--- src/source/msx_pkg.sv ---
package msx_pkg;

   // memory geometry, sixteen 16 KB pages of on-chip RAM
   localparam int ram_addr_w     = 18;
   localparam int page_w         = 4;
   localparam int layout_entries = 64;
   localparam int lookup_entries = 16;
   localparam int apb_addr_w     = 8;

   // configuration map as seen from the APB port
   localparam logic [apb_addr_w-1:0] cfg_layout_base   = 8'h00;
   localparam logic [apb_addr_w-1:0] cfg_lookup_base   = 8'h40;
   localparam logic [apb_addr_w-1:0] cfg_expander_addr = 8'h80;
   localparam logic [apb_addr_w-1:0] cfg_load_addr     = 8'h81;
   localparam logic [apb_addr_w-1:0] cfg_load_data     = 8'h82;

   // CPU side register locations
   localparam logic [7:0]  slot_port     = 8'hA8;
   localparam logic [15:0] expander_addr = 16'hFFFF;

   typedef enum logic [1:0] {
      kind_none = 2'd0,
      kind_ram  = 2'd1,
      kind_rom  = 2'd2
   } block_kind_e;

   // one slot layout entry, indexed by slot, subslot and CPU page
   typedef struct packed {
      block_kind_e                   kind;
      logic [$clog2(lookup_entries)-1:0] ref_ram;
      logic [page_w-1:0]             page;
      logic [5:0]                    reserved;
   } block_t;

   // a RAM region, size counts pages so it needs one bit more than base
   typedef struct packed {
      logic [page_w-1:0] base;
      logic [page_w:0]   size;
      logic [6:0]        reserved;
   } lookup_ram_t;

   // the same 16-bit write word is a layout entry or a lookup entry by address
   typedef union packed {
      block_t      blk;
      lookup_ram_t ram;
   } cfg_word_u;

   typedef struct packed {
      logic        valid;
      logic        iorq;
      logic        wr;
      logic [15:0] addr;
      logic [7:0]  wdata;
   } cpu_req_t;

   typedef struct packed {
      logic                  valid;
      logic                  wr;
      logic [ram_addr_w-1:0] addr;
      logic [7:0]            wdata;
   } ram_req_t;

   typedef struct packed {
      logic                  psel;
      logic                  penable;
      logic                  pwrite;
      logic [apb_addr_w-1:0] paddr;
      logic [23:0]           pwdata;
   } apb_req_t;

endpackage

--- src/source/memory_router.sv ---
`timescale 1ns/100ps

// turns a CPU request into a slot register access or a block RAM access
module memory_router (
   input  logic                 clk,
   input  logic                 arst_n,
   input  msx_pkg::cpu_req_t    cpu,
   output logic                 ack,
   output logic [7:0]           rdata,
   output logic                 primary_wr,
   output logic                 expander_wr,
   output logic [7:0]           slot_wdata,
   output logic [1:0]           slot_page,
   input  logic [1:0]           active_slot,
   input  logic [1:0]           active_subslot,
   input  logic [7:0]           primary_val,
   input  logic [7:0]           expander_val,
   input  logic                 page3_expanded,
   output logic [5:0]           layout_id,
   input  msx_pkg::block_t      block,
   input  msx_pkg::lookup_ram_t lookup,
   output msx_pkg::ram_req_t    ram_req,
   input  logic [7:0]           ram_rdata,
   input  logic                 read_valid
);

   typedef enum logic [1:0] {
      st_idle,
      st_ram,
      st_ack
   } state_e;

   state_e                     state;
   logic                       start;
   logic                       slot_hit;
   logic                       exp_hit;
   logic                       mapped;
   logic                       rom_write;
   logic                       ram_hit;
   logic [msx_pkg::page_w-1:0] ram_page;
   logic [7:0]                 reg_rdata;

   // a request is taken once, in the idle state
   assign start = (state == st_idle) && cpu.valid;

   assign slot_hit = cpu.iorq && (cpu.addr[7:0] == msx_pkg::slot_port);
   assign exp_hit  = !cpu.iorq && (cpu.addr == msx_pkg::expander_addr) && page3_expanded;

   assign slot_page = cpu.addr[15:14];
   assign layout_id = {active_slot, active_subslot, cpu.addr[15:14]};

   // a page at or beyond the region size is treated as unmapped
   assign mapped = !cpu.iorq && (block.kind != msx_pkg::kind_none)
                   && ({1'b0, block.page} < lookup.size);
   assign rom_write = cpu.wr && (block.kind == msx_pkg::kind_rom);
   assign ram_hit   = mapped && !exp_hit && !rom_write;
   assign ram_page  = lookup.base + block.page;

   assign primary_wr  = start && slot_hit && cpu.wr;
   assign expander_wr = start && exp_hit && cpu.wr;
   assign slot_wdata  = cpu.wdata;

   always_comb begin
      ram_req       = '0;
      ram_req.valid = start && ram_hit;
      ram_req.wr    = cpu.wr;
      ram_req.addr  = {ram_page, cpu.addr[13:0]};
      ram_req.wdata = cpu.wdata;
   end

   // open bus reads as FFh
   always_comb begin
      if (slot_hit) begin
         reg_rdata = primary_val;
      end else if (exp_hit) begin
         reg_rdata = expander_val;
      end else begin
         reg_rdata = 8'hFF;
      end
   end

   always_ff @(posedge clk or negedge arst_n) begin
      if (!arst_n) begin
         state <= st_idle;
      end else begin
         case (state)
            st_idle: begin
               if (cpu.valid) begin
                  state <= ram_hit ? st_ram : st_ack;
               end
            end
            st_ram: begin
               if (cpu.wr || read_valid) begin
                  state <= st_ack;
               end
            end
            default: state <= st_idle;
         endcase
      end
   end

   always_ff @(posedge clk) begin
      if (start) begin
         rdata <= reg_rdata;
      end else if ((state == st_ram) && read_valid) begin
         rdata <= ram_rdata;
      end
   end

   assign ack = (state == st_ack);

endmodule

--- config.mk ---
export PLATFORM = sky130hd
export DESIGN_NAME = memory_router
export DESIGN_NICKNAME = d
export VERILOG_FILES = /design/src/source/msx_pkg.sv /design/src/source/memory_router.sv
export SDC_FILE = /design/constraint.sdc
export NUM_CORES = 1
export LEC_CHECK = 0
export ABC_AREA = 0
export BUFFER_PORTS_ARGS = -buffer_cell sky130_fd_sc_hd__clkbuf_2
export CORE_MARGIN = 3
export CORE_UTILIZATION = 34
export CTS_CLUSTER_SIZE = 16
export DETAILED_ROUTE_END_ITERATION = 16
export MAX_ROUTING_LAYER = met4
export PLACE_DENSITY = 0.86
export RECOVER_POWER = 100
export SLEW_MARGIN = 15
export SYNTH_ARGS = -nofsm -noshare
export SYNTH_HDL_FRONTEND = slang
export SYNTH_SLANG_ARGS = --single-unit
--- constraint.sdc ---
create_clock -name clk -period 3.72 [get_ports clk]
set_input_delay 0.186 -clock clk [delete_from_list [all_inputs] [get_ports clk]]
set_output_delay 0.186 -clock clk [all_outputs]
set_load 0.005 [all_outputs]
==> flow_summary.json <==
{
  "status": "finished, final reports clean",
  "pre_cts_slack_ps": 1730,
  "clock-sinks": 10,
  "critPathRequiredTime_ps": 3530,
  "post_cts_buffers": 0,
  "slowest_stage": "or2_0",
  "end_kind": "output pin",
  "drtPass1Iterations": 3,
  "slowest_delay_ps": 530,
  "antenna-diode-count": 0,
  "cp-start-kind": "flop",
  "timing.fmax_ghz": 0.4723,
  "fp-row-count": 20,
  "worst_pin_slew_ps": 920.7,
  "vias": 1071,
  "htree_levels": 1,
  "core_um2": 3103,
  "dpl_cell_area_um2": 1340,
  "synth_edf_count": 8,
  "yosys-top-cells-count": "buf_4 (39), inv_1 (9), nand2_1 (9), edfxtp_1 (8), o21ai_1 (8)",
  "cp_cell_sequence": "nand2b_1 > or2_0 > nor4_1 > clkbuf_2",
  "fin_skew_ps": 1.162,
  "power.share.sequential": 0.402,
  "fin_ws_ps": 1603,
  "drv_slew": 0,
  "syn_inst": 132,
  "synth.most_common_cell": "buf_4",
  "hpwl_um": 2504,
  "multi_input_area_um2": 480.5,
  "syn-num-nets": 230,
  "power_uw": 372.0,
  "ir_drop_mv": 0.07318,
  "drt_iter0_markers": 41,
  "hold_path.class": "input pin to flop",
  "cts_tree": "built",
  "yosys_warnings": 0,
  "ys_seq_elements": 10,
  "start_util": 0.3629,
  "via_per_inst": 4.597,
  "crit_fanout": 20,
  "crit_type": "flop to output pin",
  "slew-limit-headroom": 0.3862,
  "clockBufferDepth": 2,
  "synth_cell_type_count": 35,
  "finalSetupViolCount": 0,
  "period_needed_ps": 2117,
  "finalHoldViolCount": 0,
  "clock_latency_ps": 260,
  "nets": 288,
  "wirelength_um": 2865,
  "netlist_area_um2": 1126,
  "drc_errors": 0,
  "cts_made_buffers": 3,
  "p_per_area_nw_per_um2": 275.3,
  "die_w_um": 63.55,
  "seqCellArea_um2": 290.3,
  "filler_cell_count": 361,
  "die_area_um2": 4039,
  "drive_gt1_frac": 0.3968,
  "synthToLayoutAreaGrowth_pct": 20.00,
  "maxCapViolCount": 0,
  "finalInstanceArea_um2": 1351,
  "seq_area_frac_synth": 0.2578,
  "p_sw_frac": 0.2850,
  "postRouteAntennaNets": 0,
  "combPwrFrac": 0.343,
  "ys_async_sr_fraction": 0.2000,
  "p_sw_uw": 106.0,
  "track_usage": 0.1430,
  "clkPwrFrac": 0.255,
  "die_h_um": 63.55,
  "final_util": 0.4355,
  "ios": 146,
  "period_share": 0.5692,
  "rsz0062_at_grt": "no",
  "grt_pass1_vias": 1060,
  "fin_setup_tns_ps": 0,
  "globalplace.congestion": 0.8030,
  "yosys-top-cells-area": "buf_4 (26%), edfxtp_1 (21%), ha_1 (6.7%), o32ai_1 (5.4%), dfrtp_1 (4.4%)",
  "power.internal_uw": 266.0,
  "grt-ovfl-total": 0,
  "numPortBuffers": 96,
  "antenna_found_initial": 0,
  "worstPathArrival_ps": 1930,
  "clock-root-buffer": "clkbuf_4",
  "synthFlopType": "edfxtp_1",
  "grt_max_degree": 21,
  "syn_area_per_cell_um2": 8.531,
  "grt_pass1_wl_um": 4457,
  "wire_per_inst_um": 12.30,
  "yosysTopAreaCellShare": 0.2600,
  "clk_pin_slew_ps": 60,
  "p_leak_uw": 0.0006535,
  "synth_top_cell_by_area": "buf_4"
}
-- state kept, by name, summed over array words and instances, names as in the netlist --
name / flops
state: 2
rdata: 8
-- final timing paths --
kind                       cells past startpoint           to         start  slack [ps]
setup / recovery                               4  expander_wr      state[0]        1600
hold / removal                                 3     rdata[2]  ram_rdata[2]         200
setup reg to reg                               3     rdata[7]      state[0]        1920
hold reg to reg                                2     state[0]      state[0]         590
max in group asynchronous                      2     state[1]        arst_n        3350
min in group asynchronous                      2     state[0]        arst_n         250
-- stage by stage --
step / hold WS [ps] / instances
floorplan: -109.6 / 132
global placement: -26.02 / 228
detailed placement: -26.14 / 228
CTS: 193.4 / 233
global route: 202.7 / 233
finish: 199.0 / 233
-- final cells by class --
class / instances / area share
multi-input cells: 69 / 0.3556
repair buffers: 97 / 0.3370
flip-flops and latches: 10 / 0.2148
well taps: 44 / 0.04074
clock buffers: 4 / 0.02685
inverters: 9 / 0.02500
-- what timing repair did --
| item | in CTS | in global routing |
|---|---|---|
| resized for setup | 0 | 0 |
| hold endpoints to repair | 2 | 0 |
| hold buffers | 1 | 0 |
-- power groups by stage --
stage / clock network, uW / registers [uW] / logic (uW)
after CTS: 98.3 / 150 / 138
after detailed placement: 0 / 152 / 137
after floorplan: 0 / 153 / 90.0
final: 94.9 / 150 / 128
after global routing: 106 / 151 / 146
after global placement: 0 / 151 / 133
-- routing by layer --
metal,track usage,vias up,share of wire
met4,0.07278,0,0.030
met3,0.04100,12,0.12
li1,-,541,-
met5,-,-,0
met2,0.2608,61,0.51
met1,0.1352,457,0.34
-- critical path, delay by kind of cell (launching register included) --
kind | cells | cell delay [ps]
simple gates | 3 | 1110
flops | 1 | 410
buf+inv | 1 | 160
-- layout by cell type (no fill, tap or decap), drive strengths merged, types with 2 or more instances in the layout --
cell and n:
clkbuf 100, ha 6, nor3b 2, inv 9, nand4 3, nor3 2
nor2 5, nand3b 2, xnor2 2, nand2 9, o21ai 10, o32ai 8
dfrtp 2, or4 2, or2 2, a21oi 2, edfxtp 8, a21o 2
-- logic make-up (layout without fill, tap and decap cells) --
kind of cell    after synthesis  in the layout  synth area share
compound gates               26             26            0.1633
buf+inv                      53            110            0.3156
simple gates                 33             33            0.1556
flops                        10             10            0.2578
fa+ha+maj                     7              7           0.08444
xor+xnor                      3              3           0.02334
Note: power is estimated with default switching activity, not from simulation.
