[config.mk]
export PLATFORM = sky130hd
export DESIGN_NAME = ram_arbiter
export DESIGN_NICKNAME = d
export VERILOG_FILES = /design/src/source/msx_pkg.sv /design/src/source/ram_arbiter.sv
export SDC_FILE = /design/constraint.sdc
export NUM_CORES = 1
export LEC_CHECK = 0
export ABC_CLOCK_PERIOD_IN_PS = 800
export BUFFER_PORTS_ARGS = -buffer_cell sky130_fd_sc_hd__buf_4
export CORE_ASPECT_RATIO = 1.5
export CORE_MARGIN = 5
export CORE_UTILIZATION = 23
export DETAILED_ROUTE_END_ITERATION = 8
export GPL_TIMING_DRIVEN = 0
export HOLD_SLACK_MARGIN = 0.05
export PLACE_DENSITY_LB_ADDON = 0.05
export SYNTH_ARGS = -nofsm -noshare
export SYNTH_HDL_FRONTEND = slang
export SYNTH_SLANG_ARGS = --single-unit
export TNS_END_PERCENT = 100
[constraint.sdc]
create_clock -name clk -period 0.8 [get_ports clk]
set_input_delay 0.04 -clock clk [delete_from_list [all_inputs] [get_ports clk]]
set_output_delay 0.04 -clock clk [all_outputs]
set_load 0.005 [all_outputs]
[src/source/msx_pkg.sv]
package msx_pkg;

   // memory geometry, sixteen 16 KB pages of on-chip RAM
   localparam int ram_addr_w     = 18;
   localparam int page_w         = 4;
   localparam int layout_entries = 64;
   localparam int lookup_entries = 16;
   localparam int apb_addr_w     = 8;

   // configuration map as seen from the APB port
   localparam logic [apb_addr_w-1:0] cfg_layout_base   = 8'h00;
   localparam logic [apb_addr_w-1:0] cfg_lookup_base   = 8'h40;
   localparam logic [apb_addr_w-1:0] cfg_expander_addr = 8'h80;
   localparam logic [apb_addr_w-1:0] cfg_load_addr     = 8'h81;
   localparam logic [apb_addr_w-1:0] cfg_load_data     = 8'h82;

   // CPU side register locations
   localparam logic [7:0]  slot_port     = 8'hA8;
   localparam logic [15:0] expander_addr = 16'hFFFF;

   typedef enum logic [1:0] {
      kind_none = 2'd0,
      kind_ram  = 2'd1,
      kind_rom  = 2'd2
   } block_kind_e;

   // one slot layout entry, indexed by slot, subslot and CPU page
   typedef struct packed {
      block_kind_e                   kind;
      logic [$clog2(lookup_entries)-1:0] ref_ram;
      logic [page_w-1:0]             page;
      logic [5:0]                    reserved;
   } block_t;

   // a RAM region, size counts pages so it needs one bit more than base
   typedef struct packed {
      logic [page_w-1:0] base;
      logic [page_w:0]   size;
      logic [6:0]        reserved;
   } lookup_ram_t;

   // the same 16-bit write word is a layout entry or a lookup entry by address
   typedef union packed {
      block_t      blk;
      lookup_ram_t ram;
   } cfg_word_u;

   typedef struct packed {
      logic        valid;
      logic        iorq;
      logic        wr;
      logic [15:0] addr;
      logic [7:0]  wdata;
   } cpu_req_t;

   typedef struct packed {
      logic                  valid;
      logic                  wr;
      logic [ram_addr_w-1:0] addr;
      logic [7:0]            wdata;
   } ram_req_t;

   typedef struct packed {
      logic                  psel;
      logic                  penable;
      logic                  pwrite;
      logic [apb_addr_w-1:0] paddr;
      logic [23:0]           pwdata;
   } apb_req_t;

endpackage

[src/source/ram_arbiter.sv]
`timescale 1ns/100ps

// fixed priority onto the block RAM, the CPU always wins over the loader
module ram_arbiter (
   input  logic              clk,
   input  logic              arst_n,
   input  msx_pkg::ram_req_t cpu_req,
   input  msx_pkg::ram_req_t load_req,
   output logic              load_grant,
   output logic              read_valid,
   output msx_pkg::ram_req_t mem_req
);

   assign load_grant = load_req.valid && !cpu_req.valid;

   always_comb begin
      if (cpu_req.valid) begin
         mem_req = cpu_req;
      end else begin
         // valid stays low here unless the loader is asking
         mem_req = load_req;
      end
   end

   // block RAM data shows up one cycle after a CPU read is issued
   always_ff @(posedge clk or negedge arst_n) begin
      if (!arst_n) begin
         read_valid <= 1'b0;
      end else begin
         read_valid <= cpu_req.valid && !cpu_req.wr;
      end
   end

endmodule

==> results of run 1 <==
[power by group through the flow]
| stage | clock [mW] | sequential (mW) | combinational (mW) |
|---|---|---|---|
| global placement | 0 | 0.0546 | 0.653 |
| global route | 0 | 0.0549 | 0.693 |
| detailed placement | 0 | 0.0547 | 0.658 |
| floorplan | 0 | 0.0551 | 0.253 |
| CTS | 0 | 0.0547 | 0.662 |
| finish | 0 | 0.0546 | 0.654 |
[cells by family (layout without fill, tap and decap cells)]
logic type	after synthesis	after routing	synth area share
multiplexers	27	27	0.839
buffers and inverters	3	90	0.0699
flip-flops	1	1	0.0518
AND/OR/NAND/NOR	3	3	0.0389
[per-stage QoR]
step / total power, mW / instances / hold WS, ns
after floorplan: 0.308 / 34 / -0.256
after global placement: 0.707 / 142 / -0.185
after detailed placement: 0.713 / 142 / -0.183
after CTS: 0.717 / 143 / 0.206
after global routing: 0.748 / 143 / 0.227
final: 0.709 / 143 / 0.206
[cells in the mapped netlist]
| cell type | instances |
|---|---|
| buf_6 | 3 |
| dfrtp_1 | 1 |
| mux2_4 | 27 |
| nor2b_1 | 2 |
| or2_2 | 1 |
[layer usage]
metal	share of wire	wire length (µm)
met1	0.25	551
met2	0.56	1220
met3	0.19	405
met4	0	0
met5	0	0
[worst min-delay path by stage]
stage                      startpoint    endpoint  depth (start not counted)
after floorplan                arst_n  read_valid                          0
after global placement         arst_n  read_valid                          1
after detailed placement       arst_n  read_valid                          1
after CTS                 cpu_req[26]  read_valid                          2
after global routing      cpu_req[26]  read_valid                          2
final                     cpu_req[26]  read_valid                          2
[cell type report]
class | count | share of cell area
buffer | 3 | 0.0290
timing repair buffer | 87 | 0.562
sequential | 1 | 0.0215
multi-input combinational | 30 | 0.364
tap | 22 | 0.0236
[repair_timing]
action                                 4_1_cts  5_1_grt
hold buffers                                 1        0
setup endpoints to repair                    0        0
endpoints found under the hold margin        1        0
==> results.yml, run 1 <==
status:
  status: "finished clean"
sta:
  relSlewSlack: 0.911
  maxSlewViolCount: 0
  fin_crit_sh: 0.851
  fmax_mhz: 1470
  setup_tns_ns: 0
  finalHoldViolations: 0
  worst_slew_pin_slew_ns: 0.134
  finalSetupViolCount: 0
  fin_crit_ns: 0.680
  rsz0062_at_grt: "false"
  fin_ws_ns: 0.120
job:
  drv_cap: 0
yosys:
  yosys_register_bits: 1
  synth_seq_area_share: 0.0518
  synth_top_area_share: 0.839
  syn_area_per_cell_um2: 14.2
  yosysTopAreaCell: "mux2_4"
  syn_area_um2: 483
  yosysWarnings: 0
  synth_cell_types: 5
  postSynthCellCount: 34
  synth.area.top_cells: "mux2_4, buf_6, dfrtp_1, nor2b_1, or2_2"
  syn_nets: 92
worst_setup_path:
  critPathBufInv: 2
  slowest_stage: "mux2_4"
  critical_path_arrival_ns: 0.64
  worstPathMaxFanout: 10
  cp-startpoint: "cpu_req[27]"
  path_cells: "buf_6, mux2_4, buf_4"
  critPathMaxStageDelay_ns: 0.31
  crit_type: "input pin to output pin"
  end_kind: "output pin"
  cp-start-kind: "input pin"
  endpoint: "mem_req[10]"
  cp.required_ns: 0.76
  crit_cells: 3
  critical_path.top_delay_family: "multiplexers"
floorplanning:
  core-area_um2: 2030
  initial_core_util: 0.238
  rows: 20
  num_io_pins: 88
  die_area_um2: 3140
  die_h_um: 66.1
  die_w_um: 47.4
power_and_ir_drop:
  power.switching_mw: 0.173
  power_frac_comb: 0.923
  power_frac_seq: 0.077
  leakagePower_nw: 0.677
  p_per_area_nw_per_um2: 608
  p_clk_frac: 0
  peakVddDrop_v: 0.000228
  p_int_mw: 0.536
  netSwitchingFraction: 0.244
global_route:
  grtUsageMet3: 0.0354
  antenna_found_initial: 0
  first_global_vias: 687
  grt_pass1_wl_mm: 2.98
  use_met2: 0.263
  busiest_layer: "met2"
  track_usage: 0.127
  grtUsageMet1: 0.118
  grt_max_degree: 11
  overflow: 0
drt:
  viasPerCell: 4.43
  wl_mm: 2.17
  firstDrtPassIters: 2
  drc: 0
  wire_per_inst_um: 15.2
  drtAntennaViolNets: 0
  vias: 633
  drt_iter0_drc: 2
cells_and_area:
  fill_cells: 189
  final_common_cell: "buf_4"
  top_register: "read_valid"
  n_antenna_cell: 0
  finish.utilization: 0.575
  drive_gt1_frac: 0.967
  nNetsFinal: 181
  multiInputGateArea_um2: 424
  final_cell_mix: "buf_4, mux2_4, buf_6"
  seq_area_um2: 25.0
  final_area_um2: 1170
  largest_register_ffs: 1
  reg_top3: "read_valid: 1 flops"
  area_delta_synth_final_pct: 141
placement:
  pre_cts_ws_ns: 0.114
  dpl.hpwl_mm: 2.04
  gp_congestion: 0.842
  placed_area_um2: 1160
  port_buffers: 86
worst_hold_path:
  hold_class: "input pin to flip-flop"
clock_tree:
  cts_resized: 0
  post_cts_buffers: 0
  path_clk_slew_ns: 0
Note: power is estimated with default switching activity, not from simulation.
==> inputs of run 2 (changes only) <==
--- a/config.mk
+++ b/config.mk
@@ -7,7 +7,6 @@
 export LEC_CHECK = 0
 export ABC_CLOCK_PERIOD_IN_PS = 800
 export BUFFER_PORTS_ARGS = -buffer_cell sky130_fd_sc_hd__buf_4
-export CORE_ASPECT_RATIO = 1.5
 export CORE_MARGIN = 5
 export CORE_UTILIZATION = 23
 export DETAILED_ROUTE_END_ITERATION = 8
@@ -17,4 +16,4 @@
 export SYNTH_ARGS = -nofsm -noshare
 export SYNTH_HDL_FRONTEND = slang
 export SYNTH_SLANG_ARGS = --single-unit
-export TNS_END_PERCENT = 100
+export TNS_END_PERCENT = 1
==> run 2 against run 1 <==
Critical path depth stayed put. Fmax fell by 0.57%. Hold slack got worse by 0.00081 ns. Design area increased by 0.54%. Combinational power barely moved. Core utilization rose by 1.6 points. Sequential power about the same. Via count decreased by 2.2%. Largest power group unchanged.
==> results.yml, run 2 (synthesis results as in run 1) <==
worst_setup_path:
  crit_cells: 3
  critical_path.top_delay_family: "multiplexers"
  critPathMaxStageDelay_ns: 0.31
  end_kind: "output pin"
  critPathBufInv: 2
  worstPathMaxFanout: 10
  cp-startpoint: "cpu_req[27]"
  slowest_stage: "mux2_4"
  critical_path_arrival_ns: 0.64
  crit_type: "input pin to output pin"
  cp-start-kind: "input pin"
  path_cells: "buf_6, mux2_4, buf_4"
  cp.required_ns: 0.76
placement:
  gp_congestion: 0.850
  port_buffers: 86
  dpl.hpwl_mm: 1.99
clock_tree:
  post_cts_buffers: 0
  cts_resized: 0
  path_clk_slew_ns: 0
power_and_ir_drop:
  finalPower_mw: 0.706
  peakVddDrop_v: 0.000288
  p_per_area_nw_per_um2: 602
  leakagePower_nw: 0.677
global_route:
  overflow: 0
  grt_max_degree: 11
  antenna_found_initial: 0
  grt_pass1_wl_mm: 3.14
  first_global_vias: 643
  track_usage: 0.122
cells_and_area:
  area_delta_synth_final_pct: 143
  top_register: "read_valid"
  nNetsFinal: 181
  n_antenna_cell: 0
  drive_gt1_frac: 0.967
  largest_register_ffs: 1
  final_cell_mix: "buf_4, mux2_4, buf_6"
  reg_top3: "read_valid: 1 flops"
  final_common_cell: "buf_4"
  finish.utilization: 0.592
sta:
  worst_slew_pin_slew_ns: 0.137
  setup_tns_ns: 0
  rsz0062_at_grt: "false"
  finalSetupViolCount: 0
  relSlewSlack: 0.909
  fin_crit_sh: 0.855
  fin_crit_ns: 0.684
  maxSlewViolCount: 0
  finalHoldViolations: 0
  fmax_mhz: 1460
drt:
  wl_mm: 2.15
  viasPerCell: 4.18
  drtAntennaViolNets: 0
  drt_iter0_drc: 13
  vias: 619
  drc: 0
  firstDrtPassIters: 2
  wire_per_inst_um: 14.5
job:
  drv_cap: 0
status:
  status: "finished clean"
floorplanning:
  core-area_um2: 1980
  num_io_pins: 88
  rows: 16
  die_w_um: 55.8
  die_area_um2: 3120
  die_h_um: 55.8
  initial_core_util: 0.244
worst_hold_path:
  holdPathEnd: "read_valid"
  holdPathStages: 2
  hp-start: "cpu_req[26]"
  hold_class: "input pin to flip-flop"
[run 2: worst max path at each step]
stage	end	slack [ns]
2_1_floorplan	mem_req[0]	0.27
3_3_place_gp	mem_req[7]	0.12
3_5_place_dp	mem_req[8]	0.11
4_1_cts	mem_req[8]	0.11
5_1_grt	mem_req[11]	0.1
6_report	mem_req[13]	0.12
[run 2: where the power goes]
part           internal (mW)  switching [mW]  total (mW)  leakage [nW]
logic                  0.481           0.170       0.651         0.664
clock network              0               0           0             0
registers             0.0540        0.000541      0.0546        0.0129
total                  0.535           0.170       0.706         0.677
[run 2: stage by stage]
step | worst slack [ns] | area, µm² | cells | hold slack [ns]
after floorplan | 0.272 | 483 | 34 | -0.256
after global placement | 0.117 | 1160 | 147 | -0.185
after detailed placement | 0.112 | 1160 | 147 | -0.184
after CTS | 0.112 | 1170 | 148 | 0.207
after global routing | 0.0990 | 1170 | 148 | 0.212
final | 0.116 | 1170 | 148 | 0.205
[run 2: area by class of cell]
type                            count  area, µm²
Sequential cell                     1       25.0
Fill cell                         178        810
Timing Repair Buffer               87        656
Buffer                              3       33.8
Multi-Input combinational cell     30        424
Tap cell                           27       33.8
[run 2: timing repair]
action / CTS / global route
endpoints found under the setup margin: 0 / 0
hold buffers: 1 / 0
endpoints found under the hold margin: 1 / 0
[run 2: layer usage]
metal	GRT usage	up-vias	part of all wire
met5	0	-	0
met4	0	0	0
met3	0.0510	0	0.13
met2	0.255	46	0.55
met1	0.115	273	0.32
li1	-	300	-
