--- src/source/slot_select.sv ---
`timescale 1ns/100ps

// primary slot register at port A8h and the four secondary expander registers
module slot_select (
   input  logic       clk,
   input  logic       arst_n,
   input  logic       primary_wr,
   input  logic       expander_wr,
   input  logic [7:0] wdata,
   input  logic [1:0] page,
   input  logic [3:0] expander_en,
   output logic [1:0] active_slot,
   output logic [1:0] active_subslot,
   output logic [7:0] primary_val,
   output logic [7:0] expander_val,
   output logic       page3_expanded
);

   logic [7:0] primary_reg;
   logic [7:0] secondary_reg [4];
   logic [1:0] page3_slot;

   // every CPU page owns a two-bit field, page 0 in the low bits
   assign active_slot = primary_reg[{page, 1'b0} +: 2];

   // the expander register lives at FFFFh, so the slot in page 3 owns it
   assign page3_slot     = primary_reg[7:6];
   assign page3_expanded = expander_en[page3_slot];

   always_comb begin
      if (expander_en[active_slot]) begin
         active_subslot = secondary_reg[active_slot][{page, 1'b0} +: 2];
      end else begin
         // a slot without expander behaves as subslot 0
         active_subslot = 2'b00;
      end
   end

   assign primary_val = primary_reg;

   // MSX expanders return the complement of the written value
   assign expander_val = ~secondary_reg[page3_slot];

   always_ff @(posedge clk or negedge arst_n) begin
      if (!arst_n) begin
         primary_reg <= 8'h00;
      end else if (primary_wr) begin
         primary_reg <= wdata;
      end
   end

   always_ff @(posedge clk or negedge arst_n) begin
      if (!arst_n) begin
         for (int i = 0; i < 4; i++) begin
            secondary_reg[i] <= 8'h00;
         end
      end else if (expander_wr) begin
         secondary_reg[page3_slot] <= wdata;
      end
   end

endmodule

--- config.mk ---
export PLATFORM = sky130hd
export DESIGN_NAME = slot_select
export DESIGN_NICKNAME = d
export VERILOG_FILES = /design/src/source/slot_select.sv
export SDC_FILE = /design/constraint.sdc
export NUM_CORES = 1
export LEC_CHECK = 0
export BUFFER_PORTS_ARGS = -buffer_cell sky130_fd_sc_hd__buf_2
export CAP_MARGIN = 5
export CORE_UTILIZATION = 50
export CTS_CLUSTER_SIZE = 25
export DETAILED_ROUTE_END_ITERATION = 12
export GPL_TIMING_DRIVEN = 0
export PLACE_DENSITY = 0.73
export SLEW_MARGIN = 20
export SYNTH_ARGS = -nofsm -noshare
export SYNTH_HDL_FRONTEND = slang
export SYNTH_SLANG_ARGS = --single-unit
--- constraint.sdc ---
create_clock -name clk -period 3 [get_ports clk]
set_clock_uncertainty 0.05 [all_clocks]
set_input_delay 0.15 -clock clk [delete_from_list [all_inputs] [get_ports clk]]
set_output_delay 0.15 -clock clk [all_outputs]
set_load 0.01 [all_outputs]
==> qor.csv, run 1 <==
stage,metric,value,unit
hold_path,hold crit path type,input port to flip-flop,
run_status,outcome,"finished, final reports clean",
grt,gr usage total,24.8,%
cells_and_area,Layout area overhead,16.1,%
worst_setup_path,reg2reg start,primary_val[6]$_DFFE_PN0P_,
route,final WL,4830,µm
synth,mean post-synth cell area,14.7,µm²
power_and_ir_drop,VDD IR max,0.378,mV
route,routed wire length per instance,20.1,µm
placed_design,IO buf count,36,
synth,Synth Warn #,0,
route,Starting DRT DRC Count,54,
cells_and_area,Nets,208,
timing,minimum clock period,2.90,ns
grt,GR Util met1,31.7,%
clock_tree,number of CTS-inserted buffers,5,
worst_setup_path,R2R Setup Slk,0.31,ns
grt,met3 Usage GRT,5.91,%
timing,relative slew slack,41.3,%
synth,"Cell Area, Synth",2120,µm²
synth,leading area contributor after synthesis,dfrtp_1,
grt,initial antenna violation count,0,
clock_tree,clk root buf,clkbuf_8,
grt,largest net degree at the start of global routing,41,
cells_and_area,diode count,0,
worst_setup_path,critical path class,flip-flop to output pin,
timing,Setup TNS,0,ns
clock_tree,CTS tree,done,
synth,Yosys top cell area share,47.1,%
synth,"Net Count, Synth",163,
floorplan,Core Footprint,4030,µm²
floorplan,Row Count,23,
grt,Most Crowded Layer GR,met2,
power_and_ir_drop,Design Power,1.65,mW
floorplan,initial core utilization,52.7,%
worst_setup_path,CP startpoint kind,flip-flop,
worst_setup_path,Arrival @ worst endpoint,2.70,ns
clock_tree,Clock Pin Slew Worst Setup and Hold Paths,0.07,ns
grt,GR Util met2,41.6,%
timing,# setup viols final,0,
worst_setup_path,Critical Path RT,2.80,ns
grt,first-pass GRT wire length,7790,µm
power_and_ir_drop,Pwr Density,670,nW/µm²
synth,number of standard cells after synthesis,145,
floorplan,I/O pin count,39,
flow_run,max_cap viols,0,
placed_design,dpl hpwl,3450,µm
floorplan,die width,67.2,µm
timing,maximum clock frequency,345,MHz
clock_tree,Skew-Pair Late Insertion Delay,0.29,ns
cells_and_area,fin cells,240,
clock_tree,post-CTS sizing,0,
grt,vias in the first global route,1476,
clock_tree,Setup Buffers After CTS,0,
timing,RSZ-0062 raised after global routing,false,
power_and_ir_drop,LEAKAGE,1.10,nW
floorplan,Die Height,67.2,µm
worst_setup_path,Crit. End Element,output pin,
synth,Yosys reg bits,40,
grt,GR Overflow Total,0,
timing,period utilisation layout,96.6,%
timing,Worst-Margin Slew,0.880,ns
clock_tree,CTS HTree Levels,2,
timing,final slew viol count,0,
cells_and_area,"commonest non-fill, non-tap cells in the layout","mux2_2 (40), dfrtp_1 (40), buf_2 (37)",
synth,count of different cell masters after synthesis,24,
worst_setup_path,CP max FO,10,
route,First-pass DRT Iterations,4,
route,routed via count,1436,
placed_design,cell total after placement,232,
clock_tree,Post-CTS Hold Buffers,1,
placed_design,RD Place Congestion,0.810,
floorplan,DIE AREA,4510,µm²
worst_setup_path,RR Endpoint,secondary_reg[18]$_DFFE_PN0P_,
worst_setup_path,Critical Path End,active_subslot[0],
clock_tree,CTS sink cnt,40,
route,antenna-violating nets left,0,
cells_and_area,share of post-route cells with drive strength above 1,53.7,%
worst_setup_path,Register-to-Register Path Depth,4,
clock_tree,clk buf depth,2,
synth,synth top area cells,"dfrtp_1 (47%), mux2_2 (21%), mux4_2 (17%), mux2i_1 (5.7%), inv_1 (1.8%)",
timing,final hold vios,0,
worst_setup_path,crit path from,primary_val[7]$_DFFE_PN0P_,
cells_and_area,flip-flop count of the largest register after layout,32,
synth,"Seq/Total Area, Yosys",47.1,%
route,# DRC,0,
route,Vias per Instance,5.98,
-- cells by family (layout without fill, tap and decap cells) --
family	count (synthesis)	after routing	share of synthesized area [%]
flip-flops	40	40	47.1
AO/OA/AOI/OAI	7	7	2.18
buffers and inverters	17	62	3.42
AND/OR/NAND/NOR	13	13	3.47
multiplexers	68	68	43.8
-- critical path: stages (launching register included) --
cell,delay [ns]
dfrtp_1,0.37
buf_2,0.18
mux4_2,0.49
buf_6,0.17
mux4_2,0.43
mux4_2,0.47
nor2b_1,0.15
buf_2,0.15
-- how the worst min path moves through the flow --
stage	slack (ns)	from	cells past startpoint	to
global placement	0.25	arst_n	1	secondary_reg[20]$_DFFE_PN0P_
CTS	0.08	wdata[7]	3	secondary_reg[31]$_DFFE_PN0P_
global route	0.09	wdata[7]	3	secondary_reg[31]$_DFFE_PN0P_
floorplan	-0.20	arst_n	0	primary_val[0]$_DFFE_PN0P_
finish	0.08	wdata[7]	3	secondary_reg[31]$_DFFE_PN0P_
detailed placement	0.27	arst_n	1	secondary_reg[24]$_DFFE_PN0P_
-- stage by stage --
stage,hold slack [ns],worst slack [ns],utilization [%],area (µm²)
final,0.0830,0.101,61.2,2470
after global placement,0.249,0.386,58.8,2370
after detailed placement,0.272,0.318,59.1,2380
after floorplan,-0.196,0.579,-,2120
after global routing,0.0872,0.00153,61.2,2470
after CTS,0.0778,0.0804,61.2,2470
-- cell usage after synthesis --
library cell,count
inv_1,10
buf_1,2
buf_6,1
a31oi_1,1
a2111oi_0,1
mux4_2,16
nor2_1,3
clkbuf_1,3
nor2b_1,1
nand3_1,1
dfrtp_1,40
a211oi_1,1
nand4_1,1
mux2i_1,12
nor3_1,1
nand2_1,1
nand2b_1,1
a21oi_1,1
nor3b_1,2
buf_2,1
o41ai_1,1
nand3b_1,2
mux2_2,40
o21ai_0,2
-- routing by layer --
| metal | part of all wire, % | vias up |
|---|---|---|
| li1 | - | 638 |
| met1 | 43 | 754 |
| met2 | 51 | 38 |
| met3 | 5.2 | 6 |
| met4 | 1.2 | 0 |
| met5 | 0 | - |
-- where the power goes --
| group | internal [mW] | switching, mW | total (mW) | leakage, nW |
|---|---|---|---|---|
| clock network | 0.158 | 0.175 | 0.333 | 0.0410 |
| logic | 0.317 | 0.229 | 0.546 | 0.584 |
| registers | 0.672 | 0.102 | 0.774 | 0.472 |
-- area by class of cell --
class / count / area [µm²]
plain buffers: 7 / 35.0
flip-flops and latches: 40 / 1000
well taps: 50 / 62.6
repair buffers: 38 / 198
inverters: 10 / 37.5
clock inverters: 1 / 5.00
clock buffers: 6 / 72.6
multi-input cells: 88 / 1060
fillers: 353 / 1560
No activity file was read; power rests on OpenSTA's default activity.
==> run 2: changes to the inputs <==
- ABC_AREA: unset -> 1
- SETUP_SLACK_MARGIN: unset -> 0.1
==> run 2 against run 1 <==
Against the previous run: register-to-register slack improved by 0.85 ns; cell area grew 2.1%; sequential power decreased by 5.3%; cell count rose by 56%; worst hold slack worse by 0.038 ns; count of clock-buffer cells in the layout increased by 1; area after synthesis rose by 2.2%; via count increased by 50%; global-route usage increased by 4.9 points.
==> qor.csv, run 2 <==
stage,metric,value,unit,change
run_status,outcome,"finished, final reports clean",,
synth,count of different cell masters after synthesis,22,,-8.3%
synth,Post-Synth XOR/XNOR Area,0,%,unchanged
synth,leading area contributor after synthesis,dfrtp_1,,
worst_setup_path,Critical Path RT,2.80,ns,about the same
synth,largest family of logic cells by synthesized area,simple AND/OR/NAND/NOR gates,,
timing,hold_ws,0.0445,ns,-0.0385 ns
clock_tree,Skew-Pair Late Insertion Delay,0.29,ns,about the same
route,Vias per Instance,5.76,,-3.7%
timing,Setup TNS,0,ns,unchanged
power_and_ir_drop,switching part of the total,34.5,%,+3.9 points
placed_design,dpl hpwl,4210,µm,+22%
route,routed wire length per instance,16.5,µm,-18%
cells_and_area,"most common cell after layout, fill and taps aside",nand2_1,,
cells_and_area,diode count,0,,unchanged
synth,synth top area cells,"dfrtp_1 (46%), nand2_1 (12%), nand3_1 (8.3%), o21ai_1 (5.3%), o21ai_0 (3.9%)",,
worst_setup_path,worst-path cell chain,buf_4 > nand2_1 > nand3_4 > nand2_4 > buf_6 > o21ai_1 > o22ai_2 > nand2_1 > nor2_1 > buf_2,,
grt,first-pass GRT wire length,9700,µm,+25%
placed_design,Placed Area,2410,µm²,+1.4%
synth,Synth Warn #,0,,unchanged
cells_and_area,"commonest non-fill, non-tap cells in the layout","nand2_1 (70), dfrtp_1 (40), buf_2 (38)",,
clock_tree,CTS sink cnt,40,,unchanged
power_and_ir_drop,Logic pwr share,29.7,%,-3.3 points
power_and_ir_drop,Internal Pwr Total,1.04,mW,-9.3%
power_and_ir_drop,switching pwr,549,µW,+8.3%
cells_and_area,flip-flop count of the largest register after layout,32,,unchanged
power_and_ir_drop,Design Power,1.59,mW,-3.9%
worst_setup_path,CP max FO,10,,unchanged
grt,largest net degree at the start of global routing,41,,unchanged
cells_and_area,fin cells,374,,+56%
cells_and_area,Layout area overhead,16.1,%,about the same
power_and_ir_drop,VDD IR max,0.347,mV,-8.2%
clock_tree,Clock Pin Slew Worst Setup and Hold Paths,0.07,ns,about the same
floorplan,die width,67.9,µm,+1.0%
synth,Yosys reg bits,40,,unchanged
timing,minimum clock period,2.22,ns,-0.682 ns
synth,Synth Flop Type,dfrtp_1,,
power_and_ir_drop,register share of total power,46.1,%,-0.7 points
timing,final slew viol count,0,,unchanged
timing,maximum clock frequency,451,MHz,+31%
worst_setup_path,CP startpoint kind,flip-flop,,
clock_tree,CTS tree,done,,
synth,adder-cell share of the synthesized area,0,%,unchanged
grt,gr usage total,29.7,%,+4.9 points
grt,vias in the first global route,1924,,+30%
hold_path,hold crit path type,input port to flip-flop,,
clock_tree,post-CTS sizing,0,,unchanged
clock_tree,clk buf depth,2,,unchanged
cells_and_area,share of post-route cells with drive strength above 1,20.4,%,-33 points
worst_setup_path,Arrival @ worst endpoint,2.02,ns,-0.68 ns
route,antenna-violating nets left,0,,unchanged
synth,Simple-Gate Fraction of Synth Area,29.0,%,+26 points
timing,final hold vios,0,,unchanged
route,First-pass DRT Iterations,5,,+1
placed_design,RD Place Congestion,0.861,,+6.3%
worst_setup_path,most frequent CP cell,nand2_1,,
synth,Synth Area in Compound Gates,16.7,%,+15 points
timing,Worst-Margin Slew,0.888,ns,+0.00749 ns
worst_setup_path,Crit. End Element,output pin,,
worst_setup_path,Worst path max stage delay,0.37,ns,-0.12 ns
route,final WL,6180,µm,+28%
floorplan,I/O pin count,39,,unchanged
cells_and_area,cell area after layout,2520,µm²,+2.1%
synth,"Net Count, Synth",298,,+83%
floorplan,DIE AREA,4610,µm²,+2.1%
cells_and_area,Fill cells,394,,+12%
synth,most common cell in the netlist,nand2_1,,
synth,post-synthesis async set-or-reset flop share,100,%,unchanged
floorplan,Core Footprint,4090,µm²,+1.4%
worst_setup_path,family with the most delay on the worst path,simple AND/OR/NAND/NOR gates,,
route,routed via count,2154,,+50%
synth,synth cell count leaders,"nand2_1 (70), dfrtp_1 (40), nand3_1 (36), o21ai_1 (23)",,
placed_design,IO buf count,36,,unchanged
power_and_ir_drop,Pwr Density,631,nW/µm²,-5.9%
grt,initial antenna violation count,0,,unchanged
route,Starting DRT DRC Count,225,,+320%
route,# DRC,0,,unchanged
floorplan,initial core utilization,53.1,%,+0.39 points
timing,period utilisation layout,73.9,%,-23 points
placed_design,cell total after placement,366,,+58%
worst_setup_path,critical path class,flip-flop to output pin,,
timing,# setup viols final,0,,unchanged
synth,Post-synth EDFFs,0,,unchanged
worst_setup_path,R2R Setup Slk,1.16,ns,+0.85 ns
clock_tree,clk root buf,clkbuf_8,,
worst_setup_path,Worst path slowest cell,dfrtp_1,,
flow_run,max_cap viols,0,,unchanged
timing,relative slew slack,40.8,%,-0.50 points
power_and_ir_drop,Clk pwr share,24.2,%,+4.0 points
grt,GR Overflow Total,0,,unchanged
timing,RSZ-0062 raised after global routing,false,,
floorplan,Die Height,67.9,µm,+1.0%
synth,mean post-synth cell area,7.75,µm²,-47%
floorplan,Row Count,23,,unchanged
clock_tree,CTS HTree Levels,2,,unchanged
synth,Yosys top cell area share,46.1,%,-1.0 points
synth,"Cell Area, Synth",2170,µm²,+2.2%
synth,number of standard cells after synthesis,280,,+93%
synth,"Seq/Total Area, Yosys",46.1,%,-1.0 points
worst_setup_path,CP Buf/Inv Count,3,,unchanged
synth,mux cell area share after synthesis,0,%,-44 points
power_and_ir_drop,LEAKAGE,1.26,nW,+15%
cells_and_area,Nets,342,,+64%
clock_tree,number of CTS-inserted buffers,5,,unchanged
-- run 2: timing repair --
item / in CTS / in global routing
buffers inserted: 0 / 0
endpoints found under the hold margin: 40 / 0
hold buffers: 1 / 0
-- run 2: worst reg2reg max path: cells and delay by family (launching register included) --
kind            cells  cell delay, ns
simple gates        3            0.64
flops               1            0.47
buf+inv             2            0.47
compound gates      1            0.07
-- run 2: path summary, 6_finish.rpt --
check / start / to / cells past startpoint
worst min-delay path: wdata[7] / primary_val[7]$_DFFE_PN0P_ / 3
min in group asynchronous: arst_n / secondary_reg[8]$_DFFE_PN0P_ / 2
max in group asynchronous: arst_n / primary_val[4]$_DFFE_PN0P_ / 2
worst max register to register: primary_val[7]$_DFFE_PN0P_ / secondary_reg[14]$_DFFE_PN0P_ / 6
worst max-delay path: primary_val[6]$_DFFE_PN0P_ / active_subslot[0] / 10
worst min register to register: secondary_reg[26]$_DFFE_PN0P_ / secondary_reg[26]$_DFFE_PN0P_ / 2
-- run 2: through the flow --
| stage | utilization [%] | worst slack [ns] |
|---|---|---|
| global route | 61.7 | 0.639 |
| global placement | 59.1 | 1.13 |
| detailed placement | 59.1 | 1.12 |
| finish | 61.7 | 0.783 |
| floorplan | - | 1.34 |
| CTS | 61.7 | 0.792 |
-- run 2: kinds of logic (layout without fill, tap and decap cells) --
group	count (synthesis)	count (layout)
compound gates	62	62
flops	40	40
buf+inv	39	83
simple gates	139	139
-- run 2: final cells by class --
| cell class | count | area (µm²) | share of cell area [%] |
|---|---|---|---|
| Timing Repair Buffer | 37 | 190 | 7.55 |
| Multi-Input combinational cell | 201 | 992 | 39.4 |
| Inverter | 28 | 108 | 4.27 |
| Sequential cell | 40 | 1000 | 39.7 |
| Clock buffer | 7 | 96.3 | 3.82 |
| Tap cell | 50 | 62.6 | 2.48 |
| Buffer | 11 | 70.1 | 2.78 |
-- run 2: routing by layer --
| layer | wire length [µm] | vias up | GRT usage, % |
|---|---|---|---|
| met1 | 2700 | 1010 | 41.1 |
| met3 | 573 | 8 | 6.33 |
| li1 | - | 1026 | - |
| met2 | 2810 | 110 | 46.3 |
| met4 | 98 | 0 | 9.90 |
| met5 | 0 | - | 0 |
-- run 2: power by group through the flow --
stage          logic, mW  registers, mW  clock network, mW
6_report           0.473          0.733              0.384
5_1_grt            0.537          0.744              0.414
4_1_cts            0.470          0.730              0.393
2_1_floorplan      0.323          0.723                  0
3_5_place_dp       0.467          0.740                  0
3_3_place_gp       0.458          0.736                  0
==> run 3: changes to the inputs <==
- PLACE_DENSITY: 0.73 -> 0.76
- clock period: 3 -> 2 ns (I/O delays scaled with it)
==> run 3 against run 2 <==
Against the previous run: sequential share of layout area is 4.5 points lower; critical endpoint is now active_subslot[1]; flip-flop and latch count is the same; register-to-register slack got worse by 0.98 ns; non-clock buffer count increased by 15; the flow now finishes with violations (setup timing); highest routed layer unchanged; core utilization grew 8.0 points; via count up 5.5%; count of clock-buffer cells in the layout stayed put; die area is the same.
==> qor.csv, run 3 (same netlist as run 2, synthesis figures left out) <==
stage,metric,value,unit,change
cells_and_area,share of post-route cells with drive strength above 1,31.8,%,+11 points
timing,maximum clock frequency,483,MHz,
worst_setup_path,R2R Setup Slk,0.18,ns,-0.98 ns
grt,gr usage total,29.2,%,-0.60 points
clock_tree,Skew-Pair Late Insertion Delay,0.30,ns,about the same
timing,# setup viols final,2,,+2
floorplan,Core Footprint,4090,µm²,unchanged
worst_setup_path,most frequent CP cell,nand3_1,,
clock_tree,CTS sink cnt,40,,unchanged
power_and_ir_drop,VDD IR max,0.654,mV,+88%
floorplan,Die Height,67.9,µm,unchanged
route,final WL,6670,µm,+8.0%
timing,final hold vios,0,,unchanged
worst_setup_path,Worst path slowest cell,dfrtp_2,,
worst_setup_path,CP Buf/Inv Count,2,,-1
placed_design,IO buf count,36,,unchanged
cells_and_area,final core occ,69.7,%,+8.0 points
worst_setup_path,Register-to-Register Path Depth,9,,+3
placed_design,RD Place Congestion,0.933,,+8.3%
cells_and_area,diode count,0,,unchanged
placed_design,dpl hpwl,4200,µm,-0.16%
placed_design,Placement Setup Slack,0.165,ns,-0.959 ns
cells_and_area,flip-flop count of the largest register after layout,32,,unchanged
grt,GR Overflow Total,0,,unchanged
worst_setup_path,worst-path cell chain,nand2_1 > nand3_1 > nand2_4 > inv_4 > nand3_2 > nand3_1 > nand3_1 > nand2_1 > nor2_1 > buf_2,,
power_and_ir_drop,Pwr Density,947,nW/µm²,+50%
cells_and_area,Nets,357,,+4.4%
floorplan,initial core utilization,53.1,%,unchanged
grt,first-pass GRT wire length,9490,µm,-2.2%
route,Vias per Instance,5.83,,+1.2%
placed_design,cell total after placement,366,,unchanged
floorplan,die width,67.9,µm,unchanged
run_status,outcome,"finished, violations left",,
timing,hold_ws,0.0172,ns,-0.0273 ns
worst_setup_path,family with the most delay on the worst path,simple AND/OR/NAND/NOR gates,,
timing,Worst-Margin Slew,0.881,ns,-0.00696 ns
worst_setup_path,Worst path depth,10,,unchanged
worst_setup_path,CP startpoint kind,flip-flop,,
worst_setup_path,CP max FO,10,,unchanged
route,routed wire length per instance,17.1,µm,+3.5%
clock_tree,CTS tree,done,,
clock_tree,clk buf depth,2,,unchanged
route,antenna-violating nets left,0,,unchanged
timing,minimum clock period,2.07,ns,
timing,period utilisation layout,103,%,
timing,final slew viol count,0,,unchanged
worst_setup_path,Crit. End Element,output pin,,
timing,setup ws final,-0.0694,ns,-0.852 ns
worst_setup_path,critical path class,flip-flop to output pin,,
floorplan,I/O pin count,39,,unchanged
hold_path,hold crit path type,input port to flip-flop,,
route,routed via count,2272,,+5.5%
cells_and_area,"commonest non-fill, non-tap cells in the layout","nand2_1 (59), dfrtp_1 (39), buf_2 (36)",,
timing,Setup TNS,-0.114,ns,-0.114 ns
worst_setup_path,Critical Path RT,1.85,ns,-0.95 ns
route,First-pass DRT Iterations,4,,-1
cells_and_area,"most common cell after layout, fill and taps aside",nand2_1,,
grt,initial antenna violation count,0,,unchanged
floorplan,DIE AREA,4610,µm²,unchanged
clock_tree,CTS HTree Levels,2,,unchanged
worst_setup_path,Arrival @ worst endpoint,1.92,ns,-0.10 ns
grt,vias in the first global route,1935,,+0.57%
flow_run,max_cap viols,0,,unchanged
timing,relative slew slack,41.3,%,+0.46 points
clock_tree,number of CTS-inserted buffers,5,,unchanged
floorplan,Row Count,23,,unchanged
clock_tree,clk root buf,clkbuf_8,,
timing,RSZ-0062 raised after global routing,true,,
hold_path,hold path cells,3,,unchanged
route,# DRC,0,,unchanged
grt,largest net degree at the start of global routing,41,,unchanged
clock_tree,Clock Pin Slew Worst Setup and Hold Paths,0.08,ns,about the same
power_and_ir_drop,LEAKAGE,1.40,nW,+12%
worst_setup_path,Worst path max stage delay,0.47,ns,+0.10 ns
cells_and_area,Layout area overhead,31.2,%,
cells_and_area,fin cells,390,,+4.3%
route,Starting DRT DRC Count,284,,+26%
run_status,failing checks,setup timing,,
==> run 3: cell types whose count changed in the layout (fill, tap and decap cells not counted), sizes merged <==
cell and delta:
buf +12, clkbuf +2, bufinv +1, clkinvlp +1, dlygate4sd3 +1, inv -1
==> run 3: worst paths after layout <==
| check | startpoint | end |
|---|---|---|
| min reg2reg | secondary_reg[30]$_DFFE_PN0P_ | secondary_reg[30]$_DFFE_PN0P_ |
| min | wdata[7] | primary_val[7]$_DFFE_PN0P_ |
| max reg2reg | primary_val[6]$_DFFE_PN0P_ | secondary_reg[22]$_DFFE_PN0P_ |
| min in group asynchronous | arst_n | secondary_reg[2]$_DFFE_PN0P_ |
| max | primary_val[7]$_DFFE_PN0P_ | active_subslot[1] |
| max in group asynchronous | arst_n | primary_val[7]$_DFFE_PN0P_ |
==> run 3: tightest hold or removal path, delay by kind of cell <==
family / cells / cell delay [ns]
AOI/OAI and AO/OA: 1 / 0.07
buffers and inverters: 1 / 0.10
and+or+nand+nor: 1 / 0.05
==> run 3: routing by layer <==
layer,vias to the layer above,global-route usage [%],wire (µm)
met5,-,0,0
met4,0,15.1,303
met3,22,6.50,453
met2,111,43.3,3100
met1,1078,39.6,2820
li1,1061,-,-
==> run 3: through the flow <==
stage	instance area (µm²)	total power, mW
after floorplan	2170	1.57
after global placement	2410	1.79
after detailed placement	2410	1.81
after CTS	2680	2.59
after global routing	2850	2.83
final	2850	2.70
==> run 3: power by group <==
part           internal [mW]  switching (mW)  leakage (nW)
clock                  0.441           0.297        0.0645
sequential             0.972           0.136         0.489
combinational          0.362           0.490         0.850
total                   1.78           0.922          1.40
==> run 3: final cells by class <==
class	instances	area (µm²)
clock inverter	1	30.0
tap	50	62.6
clock buffer	7	96.3
inverter	28	114
multi-input combinational	201	1100
buffer	11	85.1
fill	330	1240
timing repair buffer	52	353
sequential	40	1000
==> run 3: timing repair <==
item	4_1_cts	5_1_grt
hold buffers	2	0
pin swaps	11	12
setup buffers	7	6
resized for setup	11	37
cloned	1	0
hold endpoints to repair	41	0
setup endpoints to repair	2	43
